===== config.mk =====
export PLATFORM = sky130hd
export DESIGN_NAME = window_scan
export DESIGN_NICKNAME = d
export VERILOG_FILES = /design/src/verilog/img_pkg.sv /design/src/verilog/window_scan.sv
export SDC_FILE = /design/constraint.sdc
export NUM_CORES = 1
export LEC_CHECK = 0
export ABC_AREA = 1
export BUFFER_PORTS_ARGS = -buffer_cell sky130_fd_sc_hd__buf_2
export CORE_MARGIN = 4
export CORE_UTILIZATION = 40
export CTS_BUF_LIST = sky130_fd_sc_hd__clkbuf_16
export CTS_CLUSTER_DIAMETER = 150
export DETAILED_ROUTE_END_ITERATION = 7
export GPL_TIMING_DRIVEN = 0
export PLACE_DENSITY_LB_ADDON = 0.05
export SLEW_MARGIN = 20
export SYNTH_ARGS = -nofsm -noshare
export SYNTH_HDL_FRONTEND = slang
export SYNTH_SLANG_ARGS = --single-unit

===== constraint.sdc =====
create_clock -name i_clk -period 2.4 [get_ports i_clk]
set_clock_uncertainty 0.15 [all_clocks]
set_input_delay 0.12 -clock i_clk [delete_from_list [all_inputs] [get_ports i_clk]]
set_output_delay 0.12 -clock i_clk [all_outputs]
set_load 0.05 [all_outputs]

===== src/verilog/img_pkg.sv =====
package img_pkg;

	// ------------------------------
	// image geometry
	// ------------------------------
	localparam int IMG_W    = 8;
	localparam int COORD_W  = 3;                // origin x / y
	localparam int CH_W     = 5;                // channel index, 32 channels
	localparam int DEPTH_W  = 6;                // holds 8, 16 or 32
	localparam int PIX_W    = 8;
	localparam int ADDR_W   = 11;
	localparam int LOAD_LEN = 2048;             // 32 ch x 8 rows x 8 cols

	localparam logic [COORD_W-1:0] ORIGIN_MAX = 3'd6;
	localparam logic [DEPTH_W-1:0] DEPTH_MIN  = 6'd8;
	localparam logic [DEPTH_W-1:0] DEPTH_MAX  = 6'd32;
	localparam logic [ADDR_W-1:0]  LOAD_LAST  = ADDR_W'(LOAD_LEN - 1);

	// accumulator covers 32 ch x weight sum 16 x 255
	localparam int ACC_W = 17;
	localparam int OUT_W = 14;

	// ------------------------------
	// command codes
	// ------------------------------
	// 9 and 10 were median / sobel, now retired
	typedef enum logic [3:0] {
		OP_LOAD           = 4'd0,
		OP_RIGHT          = 4'd1,
		OP_LEFT           = 4'd2,
		OP_UP             = 4'd3,
		OP_DOWN           = 4'd4,
		OP_REDUCE_DEPTH   = 4'd5,
		OP_INCREASE_DEPTH = 4'd6,
		OP_DISPLAY        = 4'd7,
		OP_CONV           = 4'd8
	} op_mode_e;

	// ------------------------------
	// pipeline payloads
	// ------------------------------
	typedef struct packed {
		logic              valid;
		logic              conv;
		logic              in_range;     // low for zero padding
		logic [ADDR_W-1:0] addr;
		logic [1:0]        nb_col;       // offset inside 4x4 neighborhood
		logic [1:0]        nb_row;
		logic [1:0]        slot;         // display window slot
		logic              last;
	} scan_req_t;

	typedef struct packed {
		scan_req_t        req;
		logic [PIX_W-1:0] pix;
	} scan_rsp_t;

	typedef struct packed {
		logic              we;
		logic [ADDR_W-1:0] addr;
		logic [PIX_W-1:0]  data;
	} wr_req_t;

endpackage

===== src/verilog/window_scan.sv =====
module window_scan (
	input  logic                           i_clk,
	input  logic                           i_rst_n,
	input  logic                           i_start,
	input  logic                           i_conv,
	input  logic [img_pkg::COORD_W-1:0]    i_origin_x,
	input  logic [img_pkg::COORD_W-1:0]    i_origin_y,
	input  logic [img_pkg::DEPTH_W-1:0]    i_depth,
	output img_pkg::scan_req_t             o_req
);

	logic                           busy;
	logic                           go;
	logic                           last;
	logic [img_pkg::CH_W-1:0]       ch;
	logic [img_pkg::CH_W-1:0]       cur_ch;
	logic [3:0]                     pos;
	logic [3:0]                     cur_pos;
	logic [3:0]                     pos_end;
	logic [1:0]                     dcol;
	logic [1:0]                     drow;
	logic [img_pkg::COORD_W+1:0]    px;       // one spare bit each side of the image
	logic [img_pkg::COORD_W+1:0]    py;
	img_pkg::scan_req_t             req_nxt;

	// ------------------------------
	// request generation
	// ------------------------------
	always_comb begin
		// the start cycle already issues position 0 of channel 0
		cur_ch  = i_start ? '0 : ch;
		cur_pos = i_start ? '0 : pos;
		go      = i_start | busy;
		pos_end = i_conv ? 4'd15 : 4'd3;

		if (i_conv) begin
			dcol = cur_pos[1:0];        // 4x4 neighborhood, row major
			drow = cur_pos[3:2];
		end else begin
			dcol = {1'b0, cur_pos[0]};  // 2x2 window in slot order
			drow = {1'b0, cur_pos[1]};
		end

		// neighborhood starts one up and one left of the origin
		px = {2'b00, i_origin_x} + {3'b000, dcol} - {4'b0000, i_conv};
		py = {2'b00, i_origin_y} + {3'b000, drow} - {4'b0000, i_conv};

		last = ({1'b0, cur_ch} == i_depth - 1'b1) && (cur_pos == pos_end);

		req_nxt.valid    = go;
		req_nxt.conv     = i_conv;
		req_nxt.in_range = (px[4:3] == 2'b00) && (py[4:3] == 2'b00);   // -1 wraps high
		req_nxt.addr     = {cur_ch, py[2:0], px[2:0]};
		req_nxt.nb_col   = dcol;
		req_nxt.nb_row   = drow;
		req_nxt.slot     = i_conv ? 2'd0 : cur_pos[1:0];
		req_nxt.last     = go & last;
	end

	always_ff @(posedge i_clk or negedge i_rst_n) begin
		if (!i_rst_n) begin
			busy  <= 1'b0;
			ch    <= '0;
			pos   <= '0;
			o_req <= '0;
		end else begin
			o_req <= req_nxt;
			if (go) begin
				busy <= ~last;
				if (cur_pos == pos_end) begin
					pos <= '0;
					ch  <= cur_ch + 1'b1;  // next channel
				end else begin
					pos <= cur_pos + 1'b1;
					ch  <= cur_ch;
				end
			end
		end
	end

endmodule


# Word level (Yosys, flattened, before mapping)
# Cells that the tools add are included.
# totals
reg_bits	31
out_inout_bits	21
# op_classes
n_addsub	7
eq_ne	2
n_mux	8
bitwise	3
reduce_logical	4
# ops
cell	n
$mux 4	3
$mux 5	2
$sub 4x1->5	2
$add 3x2->4	2
$eq 5x6->1	1
$mux 2	3
$sub 6x1->6 const B	1
$add 5x1->5 const B	1
$add 4x1->4 const B	1
$eq 4x4->1	1
$logic_not 2->1	2
$logic_and 1x1->1	2
$and 1x1->1	1
$not 1->1	1
$or 1x1->1	1

# Longest topological paths before layout
# Gate-level depths: netlist of run 1.
# depth
ltp_word	6
ltp_mapped	14
ltp_nobuf	13

# Worst setup path before layout of run 1
# No wires, ideal clock.
# synth_timing
path_type	reg2reg
start	register pos[3]
end	register o_req[18] in the netlist's numbering
arrival_time_ns	1.701
path_slack_ns	0.429
path_stages_with_launch	13
n_path_buf	0
path_cell_list	dfrtp_1 -> inv_1 -> nor2_1 -> ha_1 -> inv_1 -> ha_1 -> inv_1 -> ha_1 -> nand2_1 -> nand2_1 -> a21oi_1 -> xor2_1 -> nor3_1
# synth_lines
element	line	rtl
start, declared	window_scan.sv:17	logic [3:0] pos;
start signal, assigned	window_scan.sv:74	pos <= cur_pos + 1'b1;
end signal, assigned	window_scan.sv:67	o_req <= req_nxt;
end, declared	window_scan.sv:9	output img_pkg::scan_req_t o_req

==> results of run 1 <==
-- kinds of logic after synthesis --
group           Yosys count  share of synthesized area
buf+inv                  39                     0.0910
compound gates            8                     0.0245
fa+ha+maj                19                      0.141
flops                    31                      0.434
xor+xnor                  8                     0.0539
simple gates             94                      0.255
-- timing repair --
action,CTS,global route
endpoints found under the setup margin,0,1
hold buffers,5,0
setup buffers,0,0
hold endpoints to repair,35,0
gates resized for setup,0,2
-- routing by layer --
metal	vias up	GRT usage
li1	703	-
met1	580	0.172
met2	24	0.200
met3	6	0.0360
met4	0	0.0771
met5	-	0
-- cells in the mapped netlist (all sizes together) --
library cell  number  area, um^2
nor2              16        83.8
a21oi              2        10.0
nor3               2        10.0
ha                17         213
dfrtp             31         776
fa                 2        40.0
o22ai              1        6.26
inv               38         143
o21bai             1        7.51
xor2               8        96.4
nand3             13        77.6
o21ai              4        20.0
nand2             60         265
nand4              3        18.8
buf                1        20.0
-- through the flow --
step / hold slack (ns) / cell area [um^2] / util / power [W]
floorplan: -0.326 / 1790 / - / 0.000809
global placement: 0.0652 / 2030 / 0.470 / 0.000891
detailed placement: 0.0625 / 2030 / 0.470 / 0.000893
CTS: 0.00101 / 2220 / 0.513 / 0.00149
global route: 0.0371 / 2220 / 0.514 / 0.00155
finish: 0.00812 / 2220 / 0.514 / 0.00146
-- flip-flops by register name (all words and copies together) (netlist names) --
register / cells
busy: 1
o_req: 21
pos: 4
ch: 5
-- path summary, 6_finish.rpt --
kind	start	endpoint	slack [ns]	depth (start not counted)
min in group asynchronous	i_rst_n	o_req[9]$_DFF_PN0_	0.27	2
setup / recovery	i_conv	o_req[18]$_DFF_PN0_	0.21	13
hold / removal	i_start	o_req[5]$_DFF_PN0_	0.008	2
max in group asynchronous	i_rst_n	ch[0]$_DFFE_PN0P_	1.37	2
setup reg to reg	pos[3]$_DFFE_PN0P_	o_req[18]$_DFF_PN0_	0.29	12
hold reg to reg	busy$_DFFE_PN0P_	pos[2]$_DFFE_PN0P_	0.35	1
-- power breakdown --
group | internal [W] | total [W] | switching [W]
combinational | 0.0000914 | 0.000310 | 0.000218
clock | 0.000373 | 0.000574 | 0.000201
sequential | 0.000560 | 0.000576 | 0.0000151
total | 0.00102 | 0.00146 | 0.000434
-- area by class of cell --
class	instances	area [um^2]	area share
repair buffers	41	233	0.105
flip-flops and latches	31	776	0.349
clock inverters	3	12.5	0.00563
well taps	52	65.1	0.0293
clock buffers	5	125	0.0563
plain buffers	1	20.0	0.00901
inverters	38	143	0.0642
multi-input cells	129	848	0.382
==> impl_metrics.py, run 1 <==
metrics = {
    "run_status": {
        "status": "finished clean",
    },
    "cts": {
        "htree_levels": 2,
        "clk_pin_slew_worst_paths_ns": 0.05,
        "root_buffer": "clkbuf_16",
        "cts_tree": "done",
        "cts_sinks": 31,
        "insertion_delay_ns": 0.27,
        "cts_buffers": 5,
        "clock_path_buffers": 2,
    },
    "grt": {
        "grt_overflow": 0,
        "antenna_found_initial": 0,
        "grt.total_usage": 0.133,
        "grt_pass1_vias": 1259,
        "grt_max_degree": 32,
        "grt_pass1_wl_um": 5550,
    },
    "floorplan": {
        "initial_core_util": 0.413,
        "die_w_um": 74.8,
        "dieArea_um2": 5600,
        "num_rows": 24,
        "core_um2": 4320,
        "fp.dieH_um": 74.8,
        "io_pins": 37,
    },
    "drt": {
        "wl_per_cell_um": 10.6,
        "dr_wl_met3_um": 175,
        "vias_per_cell": 4.38,
        "highest_layer": "met4",
        "antenna_left": 0,
        "drt_wl_total_um": 3180,
        "wl_met2_um": 1460,
        "drt_pass1_iterations": 4,
        "drc": 0,
        "wl_met1_um": 1480,
        "dr.first_iter.drc_count": 61,
        "vias": 1313,
    },
    "placed_design": {
        "gp_congestion": 0.769,
        "hpwlAfterDp_um": 2460,
        "pre_cts_slack_ns": 0.233,
        "placed_cells": 287,
        "numPortBuffers": 36,
    },
    "worst_setup_path": {
        "cp.required_ns": 2.44,
        "crit_chain": "dlygate4sd3_1, buf_4, inv_1, nor2_1, inv_1, ha_1, inv_1, ha_1, nand2_1, nand2_1, a21oi_1, nor2_1, nor3_1",
        "crit_buf_inv": 5,
        "cpMostUsedCell": "inv_1",
        "cp-start-kind": "input pin",
        "slowest_stage": "dlygate4sd3_1",
        "end_kind": "flip-flop",
        "path_max_fanout": 8,
        "crit_family": "buffers and inverters",
        "critPathKind": "in -> reg",
        "arrival_ns": 2.23,
        "max_stage_delay_ns": 0.53,
    },
    "sta": {
        "max_slew_margin": 0.540,
        "finalSetupViolations": 0,
        "timing.final.ws_setup_ns": 0.211,
        "layout_min_cycle_time_ns": 2.19,
        "fmax_ghz": 0.457,
        "maxSlewViolCount": 0,
        "post-route-period-util": 0.912,
        "tightest_slew_ns": 0.690,
        "fin_setup_tns_ns": 0,
        "hold_viol": 0,
        "rsz0062_at_grt": "no",
    },
    "layout": {
        "layout_common_cells": "nand2_1 (54), inv_1 (38), buf_2 (35), dfrtp_1 (31), ha_1 (17)",
        "fillCellCount": 437,
        "drive_gt1_frac": 0.226,
        "mostFrequentLayoutCell": "nand2_1",
        "nets": 282,
        "area_delta_synth_final_pct": 24.4,
        "finalNonFillerCells": 300,
        "diodes": 0,
    },
    "flow_run": {
        "max_cap_viol_count": 0,
    },
    "yosys": {
        "yosysSeqAreaShare": 0.434,
        "syn_avg_cell_area_um2": 8.98,
        "yosys_warnings": 0,
        "synth_fp_nets": 234,
        "yosysUniqueCellTypes": 23,
        "synth_area_um2": 1790,
        "synth_cells": 199,
        "synth.ff_latch_count": 31,
    },
    "pwr": {
        "power_density_nw_per_um2": 657,
        "ir_drop_mv": 0.339,
        "leakagePower_nw": 1.30,
    },
    "min_path": {
        "hold_path_class": "in -> reg",
    },
}
(Power assumes the default switching activity.)
==> inputs of run 2 (changes only) <==
Clock period 2.4 ns to 1.9 ns, I/O delays scaled along.
==> run 2 against run 1 <==
Net effect: the flow now finishes with violations (negative hold slack, negative setup slack); die area unchanged; first-iteration DRC count fell by 36%; count of clock-buffer cells in the layout unchanged; worst setup slack got worse by 0.23 ns; via count rose by 2.4%; critical path type is now reg -> reg; critical endpoint unchanged; wire length increased by 9.3%; sequential share of layout area decreased by 2.1 points; final area grew 6.8%.
==> impl_metrics.py, run 2 (same netlist as run 1, synthesis figures left out) <==
metrics = {
    "layout": {
        "diodes": 0,
        "layout_common_cells": "nand2_1 (50), buf_2 (36), inv_1 (32), dfrtp_1 (29)",
        "largest_reg_flops": 21,
        "mostFrequentLayoutCell": "nand2_1",
        "largestRegisters": "o_req: 21 flops, ch: 5 flops, pos: 4 flops",
        "area_delta_synth_final_pct": 32.8,
        "drive_gt1_frac": 0.327,
        "nets": 288,
        "design_area_um2": 2370,
        "top_register": "o_req",
    },
    "worst_setup_path": {
        "max_stage_delay_ns": 0.40,
        "path_max_fanout": 4,
        "crit_chain": "inv_1, nor2_4, ha_1, inv_1, ha_1, fa_2, nand2_1, nand2_1, nand3_1, nor3_1",
        "arrival_ns": 1.93,
        "critPathKind": "reg -> reg",
        "end_kind": "flip-flop",
        "cp-start-kind": "flip-flop",
        "slowest_stage": "dfrtp_2",
        "cp.required_ns": 1.91,
    },
    "pwr": {
        "ir_drop_mv": 0.470,
        "power_density_nw_per_um2": 802,
        "p_total_w": 0.00190,
        "leakagePower_nw": 1.33,
    },
    "flow_run": {
        "max_cap_viol_count": 0,
    },
    "sta": {
        "finalSetupViolations": 1,
        "max_slew_margin": 0.546,
        "fin_setup_tns_ns": -0.0166,
        "timing.final.ws_setup_ns": -0.0166,
        "fmax_ghz": 0.522,
        "tightest_slew_ns": 0.681,
        "post-route-period-util": 1.01,
        "hold_viol": 1,
        "maxSlewViolCount": 0,
        "hold_ws_ns": -0.00411,
        "rsz0062_at_grt": "yes",
        "layout_min_cycle_time_ns": 1.92,
    },
    "drt": {
        "antenna_left": 0,
        "drt_wl_total_um": 3470,
        "dr.first_iter.drc_count": 39,
        "vias": 1345,
        "vias_per_cell": 4.40,
        "drc": 0,
        "wl_per_cell_um": 11.4,
        "drt_pass1_iterations": 4,
    },
    "cts": {
        "cts_sinks": 31,
        "insertion_delay_ns": 0.27,
        "clock_path_buffers": 2,
        "htree_levels": 2,
        "cts_tree": "done",
        "cts_buffers": 5,
        "root_buffer": "clkbuf_16",
        "clk_pin_slew_worst_paths_ns": 0.05,
    },
    "run_status": {
        "failed_checks": "negative hold slack, negative setup slack",
        "status": "finished with violations",
    },
    "grt": {
        "grt_pass1_vias": 1297,
        "grt.total_usage": 0.140,
        "antenna_found_initial": 0,
        "grt_pass1_wl_um": 5820,
        "grt_max_degree": 32,
        "grt_overflow": 0,
    },
    "floorplan": {
        "io_pins": 37,
        "dieArea_um2": 5600,
        "core_um2": 4320,
        "initial_core_util": 0.413,
        "fp.dieH_um": 74.8,
        "num_rows": 24,
        "die_w_um": 74.8,
    },
    "placed_design": {
        "numPortBuffers": 36,
        "gp_congestion": 0.718,
        "hpwlAfterDp_um": 2530,
        "placed_area_um2": 2060,
    },
    "min_path": {
        "hold_path_class": "in -> reg",
    },
}
## run 2: cell count changes in the layout (fill, tap and decap cells not counted), moves of 3 or more
cell	delta
nor2_4	+3
buf_4	+4
ha_1	-5
nor2_1	-3
ha_4	+4
inv_2	+4
nand2_2	+3
inv_1	-6
nand2_1	-4
## run 2: repair_timing
item	CTS	global route
hold buffers	6	0
buffers inserted	5	0
pin swaps	10	0
gates resized for setup	19	2
setup endpoints to repair	4	1
gates cloned	0	0
endpoints found under the hold margin	36	0
## run 2: path summary, 6_finish.rpt
path	start	slack [ns]	to	cells after the start
worst max register to register	pos[0]$_DFFE_PN0P_	-0.02	o_req[18]$_DFF_PN0_	10
worst max-delay path	pos[0]$_DFFE_PN0P_	-0.02	o_req[18]$_DFF_PN0_	10
max in group asynchronous	i_rst_n	0.87	pos[1]$_DFFE_PN0P_	2
worst min-delay path	i_origin_y[2]	-0.004	o_req[18]$_DFF_PN0_	3
worst min register to register	busy$_DFFE_PN0P_	0.34	pos[2]$_DFFE_PN0P_	1
min in group asynchronous	i_rst_n	0.25	o_req[11]$_DFF_PN0_	2
## run 2: per-layer routing
layer	track usage	vias up	share of wire
met4	0.0534	0	0.011
met3	0.0401	4	0.048
met2	0.227	26	0.47
met1	0.177	599	0.47
li1	-	716	-
met5	0	-	0
## run 2: final cells by class
class	count	area, um^2
fill	417	1950
multi-input combinational	129	951
sequential	31	778
timing repair buffer	47	278
inverter	38	145
clock buffer	5	125
tap	52	65.1
buffer	1	20.0
clock inverter	3	11.3
## run 2: critical path, delay by kind of cell (launching register included)
family,cells,cell delay [ns]
fa+ha+maj,3,0.82
simple gates,5,0.29
flops,1,0.40
buf+inv,2,0.13
## run 2: power by group
group	switching (W)	total (W)	internal, W
Clock	0.000260	0.000730	0.000470
Combinational	0.000303	0.000449	0.000145
Sequential	0.0000161	0.000725	0.000709
## run 2: metrics by stage
| step | util | setup slack (ns) | cells |
|---|---|---|---|
| after global placement | 0.476 | -0.287 | 287 |
| after floorplan | - | -0.0310 | 199 |
| after CTS | 0.548 | -0.0224 | 306 |
| after detailed placement | 0.476 | -0.310 | 287 |
| final | 0.549 | -0.0166 | 306 |
| after global routing | 0.549 | -0.133 | 306 |
==> inputs of run 3 (changes only) <==
Settings changed: HOLD_SLACK_MARGIN from default to 0.06.
==> run 3 against run 2 <==
Net effect: the flow finishes with violations (negative setup slack); first-iteration DRC count grew 5.1%; power grew 0.29%; final area grew 1.3%; wire length grew 1.2%; core utilization grew 0.69 points; via count grew 0.89%; largest cell class unchanged; maximum frequency is essentially flat; combinational power grew 1%; cell count grew 0.98%; global-route usage grew 0.11 points; clock power is essentially flat; critical endpoint unchanged; count of clock-buffer cells in the layout is the same.
==> impl_metrics.py, run 3 (same netlist as run 1, synthesis figures left out) <==
metrics = {
    "pwr": {
        "power_density_nw_per_um2": 794,
        "leakagePower_nw": 1.34,
        "ir_drop_mv": 0.471,
    },
    "drt": {
        "drt_wl_total_um": 3520,
        "antenna_left": 0,
        "drt_pass1_iterations": 4,
        "drc": 0,
        "vias_per_cell": 4.39,
        "dr.first_iter.drc_count": 41,
        "vias": 1357,
        "wl_per_cell_um": 11.4,
    },
    "placed_design": {
        "hpwlAfterDp_um": 2530,
        "placed_area_um2": 2060,
        "placed_cells": 287,
        "numPortBuffers": 36,
        "pre_cts_slack_ns": -0.310,
        "gp_congestion": 0.718,
    },
    "grt": {
        "grt_max_degree": 32,
        "antenna_found_initial": 0,
        "grt_pass1_wl_um": 5870,
        "grt_pass1_vias": 1304,
        "grt_overflow": 0,
        "grt.total_usage": 0.141,
    },
    "layout": {
        "drive_gt1_frac": 0.323,
        "finalNonFillerCells": 309,
        "top_register": "o_req",
        "largestRegisters": "o_req: 21 flops, ch: 5 flops, pos: 4 flops",
        "fillCellCount": 417,
        "layout_common_cells": "nand2_1 (50), buf_2 (36), inv_1 (32), dfrtp_1 (29)",
        "area_delta_synth_final_pct": 34.5,
        "design_area_um2": 2400,
        "nets": 291,
        "mostFrequentLayoutCell": "nand2_1",
        "diodes": 0,
        "largest_reg_flops": 21,
    },
    "worst_setup_path": {
        "end_kind": "flip-flop",
        "crit_family": "adder cells",
        "max_stage_delay_ns": 0.40,
        "slowest_stage": "dfrtp_2",
        "path_max_fanout": 4,
        "cp-start-kind": "flip-flop",
        "arrival_ns": 1.93,
        "worst-r2r-setup-slack_ns": -0.02,
        "critPathKind": "reg -> reg",
        "timing.rr.start": "pos[0]$_DFFE_PN0P_",
        "crit_buf_inv": 2,
        "rr_endpoint": "o_req[18]$_DFF_PN0_",
        "cp.required_ns": 1.91,
        "crit_chain": "inv_1, nor2_4, ha_1, inv_1, ha_1, fa_2, nand2_1, nand2_1, nand3_1, nor3_1",
        "worstRegToRegCells": 10,
    },
    "sta": {
        "post-route-period-util": 1.01,
        "hold_viol": 0,
        "layout_min_cycle_time_ns": 1.92,
        "maxSlewViolCount": 0,
        "tightest_slew_ns": 0.683,
        "rsz0062_at_grt": "yes",
        "fmax_ghz": 0.522,
        "timing.final.ws_setup_ns": -0.0173,
        "max_slew_margin": 0.545,
        "finalSetupViolations": 1,
    },
    "floorplan": {
        "initial_core_util": 0.413,
        "dieArea_um2": 5600,
        "die_w_um": 74.8,
        "io_pins": 37,
        "num_rows": 24,
        "core_um2": 4320,
        "fp.dieH_um": 74.8,
    },
    "min_path": {
        "holdPathStages": 6,
        "hold_path_class": "in -> reg",
        "hold_end": "o_req[0]$_DFF_PN0_",
        "hold_path_startpoint": "i_depth[5]",
    },
    "run_status": {
        "status": "finished with violations",
        "failed_checks": "negative setup slack",
    },
    "cts": {
        "clock_path_buffers": 2,
        "root_buffer": "clkbuf_16",
        "cts_buffers": 5,
        "clk_pin_slew_worst_paths_ns": 0.05,
        "cts_tree": "done",
        "insertion_delay_ns": 0.27,
        "htree_levels": 2,
        "cts_sinks": 31,
    },
    "flow_run": {
        "max_cap_viol_count": 0,
    },
}
run 3: cell count changes in the layout (fill, tap and decap cells not counted), sizes merged:
cell         delta
dlygate4sd3     +3
run 3: where the power goes:
| part | internal, W | leakage [nW] | switching [W] |
|---|---|---|---|
| registers | 0.000709 | 0.395 | 0.0000161 |
| logic | 0.000149 | 0.878 | 0.000304 |
| clock network | 0.000470 | 0.0701 | 0.000261 |
run 3: layout make-up:
class | instances | area, um^2 | area share
inverter | 38 | 145 | 0.0604
clock buffer | 5 | 125 | 0.0521
multi-input combinational | 129 | 951 | 0.396
clock inverter | 3 | 11.3 | 0.00469
tap | 52 | 65.1 | 0.0271
sequential | 31 | 778 | 0.324
timing repair buffer | 50 | 308 | 0.128
buffer | 1 | 20.0 | 0.00833
run 3: what timing repair did:
| action | CTS | global route |
|---|---|---|
| hold buffers | 9 | 0 |
| resized for setup | 19 | 2 |
| setup endpoints to repair | 4 | 1 |
| hold endpoints to repair | 39 | 0 |
| setup buffers | 5 | 0 |
| pin swaps | 10 | 0 |
run 3: worst max path at each step:
stage | endpoint | slack, ns | depth (start not counted) | from
after detailed placement | o_req[18]$_DFF_PN0_ | -0.31 | 14 | i_start
after floorplan | o_req[18]$_DFF_PN0_ | -0.03 | 12 | pos[3]$_DFFE_PN0P_
final | o_req[18]$_DFF_PN0_ | -0.02 | 10 | pos[0]$_DFFE_PN0P_
after CTS | o_req[18]$_DFF_PN0_ | -0.02 | 12 | pos[3]$_DFFE_PN0P_
after global placement | o_req[18]$_DFF_PN0_ | -0.29 | 14 | i_start
after global routing | o_req[18]$_DFF_PN0_ | -0.13 | 12 | pos[3]$_DFFE_PN0P_
run 3: metrics by stage:
step | util | hold slack (ns) | TNS, ns | total power, W
2_1_floorplan | - | -0.351 | -0.0310 | 0.00103
3_3_place_gp | 0.476 | 0.0422 | -0.521 | 0.00113
3_5_place_dp | 0.476 | 0.0392 | -0.569 | 0.00114
4_1_cts | 0.555 | 0.0778 | -0.0223 | 0.00193
5_1_grt | 0.556 | 0.109 | -0.138 | 0.00201
6_report | 0.556 | 0.0731 | -0.0173 | 0.00191
run 3: per-layer routing:
layer | wire [um] | GRT usage | up-vias
li1 | - | - | 721
met1 | 1640 | 0.180 | 606
met2 | 1670 | 0.228 | 26
met3 | 168 | 0.0401 | 4
met4 | 37 | 0.0534 | 0
met5 | 0 | 0 | -
run 3: worst reg2reg max path, stage by stage (launching register included):
cell	delay [ns]
dfrtp_2	0.40
inv_1	0.09
nor2_4	0.05
ha_1	0.27
inv_1	0.04
ha_1	0.20
fa_2	0.35
nand2_1	0.07
nand2_1	0.05
nand3_1	0.07
nor3_1	0.05
