<file path="src/verilog/img_pkg.sv">
package img_pkg;

	// ------------------------------
	// image geometry
	// ------------------------------
	localparam int IMG_W    = 8;
	localparam int COORD_W  = 3;                // origin x / y
	localparam int CH_W     = 5;                // channel index, 32 channels
	localparam int DEPTH_W  = 6;                // holds 8, 16 or 32
	localparam int PIX_W    = 8;
	localparam int ADDR_W   = 11;
	localparam int LOAD_LEN = 2048;             // 32 ch x 8 rows x 8 cols

	localparam logic [COORD_W-1:0] ORIGIN_MAX = 3'd6;
	localparam logic [DEPTH_W-1:0] DEPTH_MIN  = 6'd8;
	localparam logic [DEPTH_W-1:0] DEPTH_MAX  = 6'd32;
	localparam logic [ADDR_W-1:0]  LOAD_LAST  = ADDR_W'(LOAD_LEN - 1);

	// accumulator covers 32 ch x weight sum 16 x 255
	localparam int ACC_W = 17;
	localparam int OUT_W = 14;

	// ------------------------------
	// command codes
	// ------------------------------
	// 9 and 10 were median / sobel, now retired
	typedef enum logic [3:0] {
		OP_LOAD           = 4'd0,
		OP_RIGHT          = 4'd1,
		OP_LEFT           = 4'd2,
		OP_UP             = 4'd3,
		OP_DOWN           = 4'd4,
		OP_REDUCE_DEPTH   = 4'd5,
		OP_INCREASE_DEPTH = 4'd6,
		OP_DISPLAY        = 4'd7,
		OP_CONV           = 4'd8
	} op_mode_e;

	// ------------------------------
	// pipeline payloads
	// ------------------------------
	typedef struct packed {
		logic              valid;
		logic              conv;
		logic              in_range;     // low for zero padding
		logic [ADDR_W-1:0] addr;
		logic [1:0]        nb_col;       // offset inside 4x4 neighborhood
		logic [1:0]        nb_row;
		logic [1:0]        slot;         // display window slot
		logic              last;
	} scan_req_t;

	typedef struct packed {
		scan_req_t        req;
		logic [PIX_W-1:0] pix;
	} scan_rsp_t;

	typedef struct packed {
		logic              we;
		logic [ADDR_W-1:0] addr;
		logic [PIX_W-1:0]  data;
	} wr_req_t;

endpackage
</file>
<file path="src/verilog/result_stage.sv">
module result_stage (
	input  logic                           i_clk,
	input  logic                           i_rst_n,
	input  img_pkg::scan_rsp_t             i_rsp,
	output logic                           o_out_valid,
	output logic [img_pkg::OUT_W-1:0]      o_out_data,
	output logic                           o_done
);

	logic [img_pkg::ACC_W-1:0]    acc [4];
	logic [img_pkg::ACC_W-1:0]    acc_nxt [4];
	logic [img_pkg::ACC_W:0]      rounded;
	logic                         disp_hit;
	logic                         conv_hit;
	logic                         conv_last;
	logic                         first_q;
	logic                         emitting;
	logic [1:0]                   emit_cnt;
	logic [1:0]                   sel;

	// weighted contribution of one neighborhood pixel to one window slot
	function automatic logic [img_pkg::ACC_W-1:0] tap(
		input logic [1:0]                nb_col,
		input logic [1:0]                nb_row,
		input logic                      sx,
		input logic                      sy,
		input logic [img_pkg::PIX_W-1:0] pix
	);
		logic [1:0]                kc;
		logic [1:0]                kr;
		logic [img_pkg::ACC_W-1:0] term;
		kc   = nb_col - {1'b0, sx};
		kr   = nb_row - {1'b0, sy};
		term = {{(img_pkg::ACC_W - img_pkg::PIX_W){1'b0}}, pix};
		if (kc == 2'd3 || kr == 2'd3) begin
			term = '0;                  // outside this slot's 3x3 kernel
		end else begin
			if (kc == 2'd1) term = term << 1;  // 1 2 1 per axis
			if (kr == 2'd1) term = term << 1;
		end
		return term;
	endfunction

	// ------------------------------
	// accumulate and round
	// ------------------------------
	always_comb begin
		disp_hit  = i_rsp.req.valid & ~i_rsp.req.conv;
		conv_hit  = i_rsp.req.valid & i_rsp.req.conv;
		conv_last = conv_hit & i_rsp.req.last;
		for (int s = 0; s < 4; s++) begin
			acc_nxt[s] = acc[s];
			if (conv_hit) begin
				acc_nxt[s] = (first_q ? '0 : acc[s]) +
					tap(i_rsp.req.nb_col, i_rsp.req.nb_row, s[0], s[1], i_rsp.pix);
			end
		end
		// slot 0 goes out together with the final update
		sel     = emitting ? emit_cnt : 2'd0;
		rounded = {1'b0, acc_nxt[sel]} + {{(img_pkg::ACC_W - 3){1'b0}}, 4'b1000};
	end

	always_ff @(posedge i_clk or negedge i_rst_n) begin
		if (!i_rst_n) begin
			o_out_valid <= 1'b0;
			o_done      <= 1'b0;
			emitting    <= 1'b0;
			emit_cnt    <= '0;
			first_q     <= 1'b1;
		end else begin
			o_out_valid <= disp_hit | conv_last | emitting;
			o_done      <= (disp_hit & i_rsp.req.last) | (emitting & (emit_cnt == 2'd3));
			if (conv_hit) first_q <= conv_last;   // re-arm clear for the next op
			if (conv_last) begin
				emitting <= 1'b1;
				emit_cnt <= 2'd1;
			end else if (emitting) begin
				emit_cnt <= emit_cnt + 1'b1;
				if (emit_cnt == 2'd3) emitting <= 1'b0;
			end
		end
	end

	// datapath
	always_ff @(posedge i_clk) begin
		for (int s = 0; s < 4; s++) begin
			acc[s] <= acc_nxt[s];
		end
		if (disp_hit) begin
			o_out_data <= {{(img_pkg::OUT_W - img_pkg::PIX_W){1'b0}}, i_rsp.pix};
		end else if (conv_last | emitting) begin
			o_out_data <= rounded[img_pkg::ACC_W:4];   // (sum + 8) >> 4
		end
	end

endmodule

</file>
<file path="config.mk">
export PLATFORM = sky130hd
export DESIGN_NAME = result_stage
export DESIGN_NICKNAME = d
export VERILOG_FILES = /design/src/verilog/img_pkg.sv /design/src/verilog/result_stage.sv
export SDC_FILE = /design/constraint.sdc
export NUM_CORES = 1
export LEC_CHECK = 0
export BUFFER_PORTS_ARGS = -buffer_cell sky130_fd_sc_hd__buf_2
export CAP_MARGIN = 0
export CORE_MARGIN = 2
export CORE_UTILIZATION = 45
export DETAILED_ROUTE_END_ITERATION = 6
export GPL_TIMING_DRIVEN = 0
export HOLD_SLACK_MARGIN = 0.15
export PLACE_DENSITY = 0.59
export SLEW_MARGIN = 5
export SYNTH_ARGS = -nofsm -noshare
export SYNTH_HDL_FRONTEND = slang
export SYNTH_SLANG_ARGS = --single-unit
</file>
<file path="constraint.sdc">
create_clock -name i_clk -period 5.6 [get_ports i_clk]
set_input_delay 0 -clock i_clk [delete_from_list [all_inputs] [get_ports i_clk]]
set_output_delay 0 -clock i_clk [all_outputs]
set_load 0.05 [all_outputs]
</file>
# After elaboration in Yosys (flattened, before gate mapping)
# Memory sizes are Yosys's and may differ from the RTL's.
# Cells that the tools add are included.
# Widths: inputs -> output; s select.
[totals]
out_inout_bits = 16
input_bits = 31
mem_bits_rw = 68
register_bits = 20
memories = 1
elab_cells = 76
[classes]
mux = 33
reduce_logical = 6
n_lt_le_gt_ge = 1
add_sub_neg = 8
n_bitwise = 11
eq_ne = 9
[mem_list]
columns = ["memory", "depth", "width", "read_ports", "rd_clocked_by_memory_dff", "write_ports", "line_no", "text"]
rows = [
  ["acc", 4, 17, 4, 0, 4, "result_stage.sv:10", "logic [img_pkg::ACC_W-1:0] acc [4];"],
]
[ops]
columns = ["cell", "n"]
rows = [
  ["$mux 17", 18],
  ["$add 17x17->17", 4],
  ["$mux 10", 4],
  ["$bmux 17 s2", 1],
  ["$add 17x4->18 const B", 1],
  ["$mux 9", 2],
  ["$mux 8", 2],
  ["$eq 2x2->1 const B", 5],
  ["$eq 2x1->1 const B", 4],
  ["$mux 2", 3],
  ["$and 1x1->1", 5],
  ["$logic_or 1x1->1", 4],
  ["$or 1x1->1", 4],
  ["$reduce_bool 2->1", 2],
  ["$sub 2x1->2 const B", 2],
  ["$ge 3x3->1 const B", 1],
  ["$mux 1", 3],
  ["$not 2->3", 1],
  ["$add 2x1->2 const B", 1],
  ["$not 1->1", 1],
]

# Logic depth before layout (Yosys ltp)
# Gate-level depths: netlist of the first run.
[depth]
ltp_word = 14
mapped_depth = 20
mapped_depth_nobuf = 19

# Worst setup path before layout of the first run
# Ideal clock, no wire load.
[synth_timing]
path_type = "reg2reg"
from = "register first_q"
to = "register o_out_data[11] in the netlist's numbering"
n_path_buf = 4
arrival_ns = 4.445
setup_ns = 0.117
stages_incl_launch_ff = 21
period_less_slack_ns = 4.562
setup_slack_ns = 1.038
required_ns = 5.483
path_cell_list = "dfstp_2 > clkbuf_1 > clkbuf_1 > clkbuf_1 > clkbuf_1 > nor2b_1 > ha_1 > fa_1 > a211oi_2 > nor4b_1 > a221o_1 > a211oi_1 > a221oi_1 > inv_1 > ha_1 > o211ai_1 > o21bai_1 > nor4_4 > nand3_1 > xor2_1 > a22o_1"
[synth_via]
elab_chain_len = 7
elab_cells_between_ends = 16
classes_between = "add/sub (5); mux (11)"
[synth_lines]
columns = ["item", "line_no", "text"]
rows = [
  ["from (decl)", "result_stage.sv:16", "logic first_q;"],
  ["from (signal assigned)", "result_stage.sv:73", "if (conv_hit) first_q <= conv_last;"],
  ["$mux 17", "result_stage.sv:54", "acc_nxt[s] = (first_q ? '0 : acc[s]) +"],
  ["$add 17x17->17", "result_stage.sv:54", ""],
  ["$mux 17", "result_stage.sv:53", "if (conv_hit) begin"],
  ["$bmux 17 s2 (*)", "result_stage.sv:60", "rounded = {1'b0, acc_nxt[sel]} + {{(img_pkg::ACC_W - 3){1'b0}}, 4'b1000};"],
  ["$mux 17 (not written as such) (*) (2 in a row)", "result_stage.sv:60", ""],
  ["$add 17x4->18 (*)", "result_stage.sv:60", ""],
  ["to (signal assigned)", "result_stage.sv:90", "o_out_data <= {{(img_pkg::OUT_W - img_pkg::PIX_W){1'b0}}, i_rsp.pix};"],
  ["to (signal assigned)", "result_stage.sv:92", "o_out_data <= rounded[img_pkg::ACC_W:4];"],
  ["to (decl)", "result_stage.sv:6", "output logic [img_pkg::OUT_W-1:0] o_out_data,"],
]
# Mark *: on every way between the ends. The rest lies on a longest branch, timed or not. The select of a mux whose other input is x is not followed.
# A chain may end at the register's enable or synchronous reset.

# Worst setup path in the final report of the first run
# Same ends and word-level chain as after synthesis.

==> metrics.txt, run 1 <==
Via density=slightly above 6; Initial Util=0.4630; share of layout cells above drive strength 1=0.09703; postcts setup bufs=0; Tot GR Track Use=0.2783; slew at the pin closest to its max-slew limit=767.4 ps; chip width=between 100 and 150 um; synth unique cells=90; Netlist Area Pre-Place=between 7000 and 8000 um2; met2 routed WL=between 10000 and 15000 um; WHS=between 200 and 250 ps; Diodes inserted=0; failing checks=DRC; IO Pins=47; routed vias=~7600; Max Slew Vio Count=0; die footprint=around 18000 um2; initial antenna violation count=0; WL met3=between 1500 and 2000 um; Routed WL per cell=between 20 and 25 um; core area=about 17000 um2; largest net degree at the start of global routing=22; final setup fails=0; Gate Count Post-Synth=960; Post-synth top flop=dfxtp_1; chip height=about 130 um; sequential cell area fraction in the yosys report=0.2587; IO Port Bufs=31; # fillers=between 1500 and 2000; leading cell type in the layout, fill and taps excluded=nand2_1; RSZ-0062 raised after global routing=no; wirelength, routed=25130 um; Max-Cap Viols=0; peak fanout along the critical path=10; Rows=between 40 and 50; GPL Wtd Cong=around 1; Final period util=0.9501; DR top layer=met4; Pwr per Cell Area=approximately 400 nW/um2; area grow syn2layout=10.12%; GRT Residual Overflow=0; flop2flop setup slack=about 280 ps; WS Path Type=register to register; DRT Pass-1 Iters=7; Worst-path clk slew=approximately 70 ps; Critical Path End Type=register; Final Critical Period=5321 ps; Yosys reg bits=a little under 90; CP Launch Type=register; clock root buffer=clkbuf_16; first-pass GRT wire length=38560 um; met1 WL=11650 um; Final #Nets=around 1100; final hold vios=0; synthesized area per cell=8.026 um2; cts bufs inserted=9; H-tree lvl count=3; most frequent cells in the layout=nand2_1, nor2_1, dfxtp_1; CTS tree=built; CTS Sinks=88; hold crit path type=input port to register; highest clock rate=approximately 0.19 GHz; clock skew=~7.5 ps; vias in the first global route=roughly 7000; Lkg Pwr=between 3 and 4 nW; dpl hpwl=roughly 19000 um; CP required=between 5000 and 6000 ps; Syn Nets=between 1000 and 1500; critical path data arrival time=between 5000 and 6000 ps; worst-case reg-to-reg path depth=19; setup tns final=0 ps; synth warn=0; EDFF count, synth=20; Clock Tree Buf Depth=2; Hold Crit Depth=4; ANT nets after route=0; worst IR drop on VDD=about 0.22 mV; Clk Latency, worst-skew pair=~360 ps; fraction of registers with async set/reset=0.06818; DRT iter0 DRCs=973; DRC=20; relative slew slack=0.4849; outcome=complete, but fails checks
power by group:
part           internal (mW)  switching [mW]  total, mW
Combinational          0.639            1.17       1.81
Clock                  0.333           0.301      0.634
Sequential             0.832          0.0948      0.927
Total                   1.80            1.57       3.37
Yosys cell counts, types with 5 or more instances:
master,n,share of area
buf_2,5,0.0032
and3_1,5,0.0041
a21oi_1,50,0.032
nor2b_1,48,0.039
nor2_1,78,0.038
o211a_1,5,0.0065
a221o_1,5,0.0065
inv_1,32,0.016
a22oi_1,7,0.0068
clkbuf_1,38,0.019
o21ai_1,11,0.0071
or2_1,5,0.0041
edfxtp_1,20,0.078
xor2_1,26,0.030
mux2i_1,16,0.021
buf_6,6,0.0088
o21ai_0,41,0.027
nor3_1,15,0.0097
a21o_1,11,0.011
xnor2_1,25,0.028
dfxtp_1,62,0.16
nand2_1,115,0.056
a31oi_1,8,0.0065
dfrtp_1,5,0.016
o22ai_1,8,0.0065
nand3_1,41,0.027
nand2b_1,12,0.0097
ha_1,42,0.068
buf_1,5,0.0024
a22o_1,11,0.013
nand3b_1,7,0.0068
and2_1,11,0.0089
mux2_2,5,0.0073
a222oi_1,24,0.031
nand4_1,10,0.0081
o31ai_1,7,0.0068
o211ai_1,20,0.019
o2111ai_1,5,0.0057
a211oi_1,17,0.017
worst max-delay path: stages (launching register included):
cell      delay (ps)
dfstp_2          660
clkbuf_2         280
clkbuf_4         320
clkbuf_2         320
nor2b_1           90
ha_1             240
fa_1             450
a211oi_4         360
nor4b_1          110
a221o_1          280
a211oi_1         410
a221oi_1         190
inv_1            110
ha_1             200
o211ai_1         130
o21bai_1         260
nor4_4           290
nand3_1          140
xor2_1           160
a22o_1           200
metrics by stage:
stage / instances / worst slack, ps / power, mW / utilization / area (um2)
finish: 1230 / 279.4 / 3.372 / 0.5098 / 8484
global route: 1230 / 37.12 / 3.569 / 0.5098 / 8484
CTS: 1231 / 51.39 / 3.348 / 0.5096 / 8481
detailed placement: 1211 / -584.3 / 2.716 / 0.4889 / 8137
global placement: 1211 / -655.4 / 2.706 / 0.4888 / 8135
floorplan: 960 / 1038 / 2.255 / - / 7705
worst paths after layout:
kind	end	from
worst max-delay path	o_out_data[11]	first_q
worst min-delay path	acc[1][5]	i_rsp[27]
worst max register to register	o_out_data[11]	first_q
worst min register to register	o_out_data[13]	o_out_data[13]
max in group asynchronous	emit_cnt[1]	i_rst_n
min in group asynchronous	first_q	i_rst_n
kinds of logic (layout without fill, tap and decap cells):
logic type	after synthesis	in the layout	synth area share
DFF	88	88	0.2587
adders and majority gates	46	46	0.07860
xor gates and xnor gates	51	51	0.05797
AOI/OAI and AO/OA	278	278	0.2640
buffers and inverters	90	140	0.05326
and+or+nand+nor	386	386	0.2593
muxes	21	21	0.02809
layout make-up:
class / instances / area, um2 / area share
plain buffers: 55 / 274.0 / 0.03230
clock buffers: 10 / 250.2 / 0.02949
clock inverters: 6 / 46.29 / 0.005456
inverters: 34 / 141.4 / 0.01666
multi-input cells: 782 / 5309 / 0.6257
flip-flops and latches: 88 / 1993 / 0.2349
well taps: 220 / 275.3 / 0.03244
repair buffers: 35 / 195.2 / 0.02301
layer usage:
metal / track usage / up-vias
met5: 0 / -
met4: 0.1058 / 0
met2: 0.4442 / 334
met3: 0.03416 / 47
li1: - / 3663
met1: 0.3847 / 3600
what timing repair did:
action	4_1_cts	5_1_grt
endpoints found under the hold margin	11	0
gates resized for setup	5	1
hold buffers	4	0
pin swaps	0	0
setup endpoints to repair	13	9
No activity file was read; power rests on OpenSTA's default activity.
==> run 2, diff against run 1 <==
CTS_BUF_LIST = sky130_fd_sc_hd__clkbuf_8 sky130_fd_sc_hd__clkbuf_16   (was default)
SETUP_SLACK_MARGIN = 0.4   (was default)
==> run 2 against run 1 <==
The run still ends with DRC left. Final cell count grew 0.16%. Design area rose by 0.47%. Worst setup slack gained 400 ps. Clock skew about the same. First-iteration DRC count rose by 8.2%. Critical endpoint unchanged. Largest cell class unchanged. Largest power group unchanged.
==> metrics.txt, run 2 (same netlist as run 1, synthesis figures left out) <==
peak fanout along the critical path=10 (unchanged); DRT Pass-1 Iters=7 (unchanged); Place WS=-584.3 ps (unchanged); reg2reg start=first_q; Critical Path End Type=register; area grow syn2layout=10.64%; Finished Core Util=0.5122 (+0.002406); leading cell type in the layout, fill and taps excluded=nand2_1; Critical path origin=first_q; failing checks=DRC; dpl hpwl=19140 um (unchanged); RSZ-0062 raised after global routing=no; H-tree lvl count=3 (unchanged); CP required=5850 ps (about the same); slew at the pin closest to its max-slew limit=789.9 ps (+22.52 ps); Routed WL per cell=20.33 um (-0.50%); Initial Util=0.4630 (unchanged); relative slew slack=0.4698 (-0.01512); Pwr per Cell Area=396.3 nW/um2 (-0.28%); final setup fails=0 (unchanged); DRT iter0 DRCs=1053 (+8.2%); Final Critical Period=4925 ps (-395.6 ps); hold crit path type=input port to register; vias in the first global route=6982 (+0.029%); Final WS setup=675.0 ps (+395.6 ps); HP Start=i_rsp[27]; wirelength, routed=25050 um (-0.34%); core area=16640 um2 (unchanged); outcome=complete, but fails checks; # fillers=1619 (-0.49%); GPL Wtd Cong=0.9895 (unchanged); IO Port Bufs=31 (unchanged); Max Slew Vio Count=0 (unchanged); Clock Tree Buf Depth=2 (unchanged); WS Path Type=register to register; GRT Residual Overflow=0 (unchanged); Clk Latency, worst-skew pair=360 ps (about the same); CTS tree=built; Max-Cap Viols=0 (unchanged); Final period util=0.8795 (-0.07065); largest net degree at the start of global routing=22 (unchanged); routed vias=7589 (-0.72%); crit path cell chain=buf_2 > buf_4 > buf_6 > buf_4 > nor2b_1 > ha_1 > fa_1 > a211oi_4 > nor4b_1 > a221o_1 > a211oi_2 > a221oi_1 > inv_1 > ha_1 > o211ai_1 > o21bai_1 > nor4_4 > nand3_1 > xor2_1 > a22o_1; highest clock rate=0.2030 GHz (+8.0%); clock root buffer=clkbuf_16; Diodes inserted=0 (unchanged); first-pass GRT wire length=38510 um (-0.15%); IO Pins=47 (unchanged); CP max stage cell=dfstp_2; CP Launch Type=register; Final #Nets=1084 (+0.18%); setup tns final=0 ps (unchanged); chip width=134.9 um (unchanged); clock skew=7.400 ps (-0.07666 ps); Tot GR Track Use=0.2781 (about the same); DRC=35 (+75%); worst IR drop on VDD=0.2225 mV (-0.21%); final hold vios=0 (unchanged); ANT nets after route=0 (unchanged); critical path data arrival time=5180 ps (-390 ps); Via density=6.160 (-0.88%); CTS Sinks=88 (unchanged); Rows=47 (unchanged); chip height=134.9 um (unchanged); Worst-path clk slew=70 ps (about the same); Total Power=3.378 mW (+0.19%); worst stage delay on the critical path=520 ps (-140 ps); most frequent cells in the layout=nand2_1, nor2_1, dfxtp_1; Lkg Pwr=3.415 nW (+0.58%); cts bufs inserted=9 (unchanged); die footprint=18180 um2 (unchanged); initial antenna violation count=0 (unchanged); share of layout cells above drive strength 1=0.1018 (+0.004749)
run 2: metal layers:
metal / up-vias / part of all wire / GRT usage
met5: - / 0 / 0
met4: 0 / 0.031 / 0.1058
met3: 51 / 0.074 / 0.03566
met2: 299 / 0.44 / 0.4444
met1: 3577 / 0.45 / 0.3831
li1: 3662 / - / -
run 2: what timing repair did:
action                                  CTS  global route
hold endpoints to repair                 11             0
endpoints found under the setup margin   14             8
pin swaps                                 0             2
gates resized for setup                  11             8
hold buffers                              4             0
buffers inserted                          0             1
run 2: critical path, delay by kind of cell (launching register included):
kind | cells | cell delay, ps
fa+ha+maj | 3 | 870
flops | 1 | 520
compound gates | 7 | 1560
buf+inv | 5 | 960
simple gates | 4 | 720
xor+xnor | 1 | 160
run 2: final timing paths:
| path | to | slack (ps) | cells past startpoint |
|---|---|---|---|
| worst max-delay path | o_out_data[11] | 680 | 20 |
| worst min-delay path | acc[1][5] | 210 | 4 |
| worst max register to register | o_out_data[11] | 680 | 20 |
| worst min register to register | o_out_data[13] | 460 | 2 |
| max in group asynchronous | emit_cnt[0] | 4290 | 4 |
| min in group asynchronous | first_q | 650 | 3 |
run 2: where the power goes:
group          switching (mW)  internal [mW]
Sequential             0.0898          0.832
Combinational            1.18          0.646
Clock                   0.300          0.333
Total                    1.57           1.81
run 2: layout make-up:
class,count,area [um2],share of cell area
tap,220,275.3,0.03229
inverter,34,141.4,0.01659
timing repair buffer,36,202.7,0.02378
sequential,88,1993,0.2338
clock inverter,6,46.29,0.005431
clock buffer,10,250.2,0.02936
buffer,56,289.0,0.03391
multi-input combinational,782,5326,0.6248
run 2: stage by stage:
step	area (um2)	instances	hold WS, ps
3_3_place_gp	8135	1211	-170.5
3_5_place_dp	8137	1211	-167.1
2_1_floorplan	7705	960	-295.6
5_1_grt	8524	1232	242.9
6_report	8524	1232	209.0
4_1_cts	8503	1231	203.2
==> run 3, diff against run 2 <==
RECOVER_POWER = 25   (was default)
==> run 3 against run 2 <==
The run still ends with DRC left. Highest routed layer unchanged. Sequential cell count did not move. Global-route usage did not move. First-iteration DRC count fell by 5.5%. Final cell count did not move. Worst setup slack got worse by 9.1 ps. Design area fell by 0.26%. Clock power barely moved. Clock skew rose by 0.99 ps. Clock-buffer cell count did not move. Power fell by 0.36%. Fmax fell by 0.18%.
==> metrics.txt, run 3 (same netlist as run 1, synthesis figures left out) <==
# fillers=1630 (+0.68%); Max-Cap Viols=0 (unchanged); outcome=complete, but fails checks; final hold vios=0 (unchanged); Lkg Pwr=3.355 nW (-1.8%); Clk Latency, worst-skew pair=360 ps (about the same); worst stage delay on the critical path=520 ps (about the same); leading cell type in the layout, fill and taps excluded=nand2_1; clock skew=8.393 ps (+0.9924 ps); IO Port Bufs=31 (unchanged); Via density=6.155 (about the same); ANT nets after route=0 (unchanged); final setup fails=0 (unchanged); initial antenna violation count=0 (unchanged); cts bufs inserted=9 (unchanged); DRT iter0 DRCs=995 (-5.5%); DRT Pass-1 Iters=7 (unchanged); Pwr per Cell Area=395.9 nW/um2 (about the same); wirelength, routed=25000 um (-0.20%); Register Area=1993 um2 (unchanged); Worst-path clk slew=70 ps (about the same); Rows=47 (unchanged); peak fanout along the critical path=10 (unchanged); highest clock rate=0.2027 GHz (-0.18%); Diodes inserted=0 (unchanged); core area=16640 um2 (unchanged); CP max stage cell=dfstp_2; Finished Core Util=0.5109 (-0.001353); CTS tree=built; placed cell count=1211 (unchanged); most frequent cells in the layout=nand2_1, nor2_1, dfxtp_1; WS Path Type=register to register; Routed WL per cell=20.29 um (-0.20%); slew at the pin closest to its max-slew limit=833.9 ps (+43.97 ps); largest net degree at the start of global routing=22 (unchanged); area grow syn2layout=10.34%; Final WS setup=666.0 ps (-9.055 ps); relative slew slack=0.4403 (-0.02951); DRC=7 (-80%); failing checks=DRC; Tot GR Track Use=0.2781 (unchanged); worst IR drop on VDD=0.2166 mV (-2.6%); CTS Sinks=88 (unchanged); Hold Crit Depth=4 (unchanged); multi-input logic area=5326 um2 (unchanged); hold crit path type=input port to register; Final Critical Period=4934 ps (+9.055 ps); clock root buffer=clkbuf_16; Initial Util=0.4630 (unchanged); RSZ-0062 raised after global routing=no; crit path cell chain=buf_2 > buf_4 > buf_6 > buf_4 > nor2b_1 > ha_1 > fa_1 > a211oi_4 > nor4b_1 > a221o_1 > a211oi_2 > a221oi_1 > inv_1 > ha_1 > o211ai_1 > o21bai_1 > nor4_4 > nand3_1 > xor2_1 > a22o_1; dpl hpwl=19140 um (unchanged); GPL Wtd Cong=0.9895 (unchanged); post-route insts no fill=1232 (unchanged); Final period util=0.8811 (+0.001617); Final #Nets=1084 (unchanged); routed vias=7583 (-0.079%); IO Pins=47 (unchanged); H-tree lvl count=3 (unchanged); die footprint=18180 um2 (unchanged); CP Launch Type=register; critical path data arrival time=5190 ps (about the same); first-pass GRT wire length=38510 um (unchanged); worst-case reg-to-reg path depth=20 (unchanged); Clock Tree Buf Depth=2 (unchanged); share of layout cells above drive strength 1=0.08399 (-0.01779); Critical Path End Type=register; GRT Residual Overflow=0 (unchanged); Place WS=-584.3 ps (unchanged); Max Slew Vio Count=0 (unchanged); chip height=134.9 um (unchanged); vias in the first global route=6982 (unchanged); chip width=134.9 um (unchanged); CP required=5850 ps (about the same)
## run 3: cell types whose count changed in the layout (fill, tap and decap cells not counted)
cell,previous run,this run
buf_2,38,20
clkbuf_1,32,50
## run 3: final timing paths
check | start | to | slack [ps]
worst max-delay path | first_q | o_out_data[11] | 670
worst min-delay path | i_rsp[27] | acc[1][5] | 210
worst max register to register | first_q | o_out_data[11] | 670
worst min register to register | acc[3][8] | acc[3][8] | 460
max in group asynchronous | i_rst_n | emit_cnt[0] | 4260
min in group asynchronous | i_rst_n | first_q | 670
## run 3: repair_timing
item,CTS,global route
pin swaps,0,2
endpoints found under the hold margin,11,0
endpoints found under the setup margin,14,8
hold buffers,4,0
setup buffers,0,1
gates resized for setup,11,8
## run 3: area by class of cell
type                    count  area share
well taps                 220     0.03238
repair buffers             36     0.02134
clock inverters             6    0.005445
inverters                  34     0.01663
clock buffers              10     0.02943
flip-flops and latches     88      0.2344
plain buffers              56     0.03385
multi-input cells         782      0.6265
## run 3: worst max-delay path, delay by kind of cell, from the launching register on
kind | cells | cell delay [ps]
compound gates | 7 | 1560
xor+xnor | 1 | 160
fa+ha+maj | 3 | 880
buf+inv | 5 | 970
flops | 1 | 520
simple gates | 4 | 730
## run 3: power by group
part	switching, mW	internal (mW)
Combinational	1.18	0.633
Clock	0.299	0.333
Sequential	0.0910	0.832
Total	1.57	1.80
## run 3: routing by layer
metal / global-route usage / part of all wire / vias up
met5: 0 / 0 / -
met4: 0.1058 / 0.029 / 0
met3: 0.03566 / 0.067 / 44
met2: 0.4444 / 0.44 / 263
met1: 0.3831 / 0.46 / 3614
li1: - / - / 3662
## run 3: stage by stage
step	total power, mW	area [um2]	hold WS (ps)	TNS [ps]
CTS	3.355	8503	203.2	0
finish	3.366	8502	209.9	0
floorplan	2.255	7705	-295.6	0
global route	3.569	8502	242.9	0
global placement	2.706	8135	-170.5	-5031
detailed placement	2.716	8137	-167.1	-4322
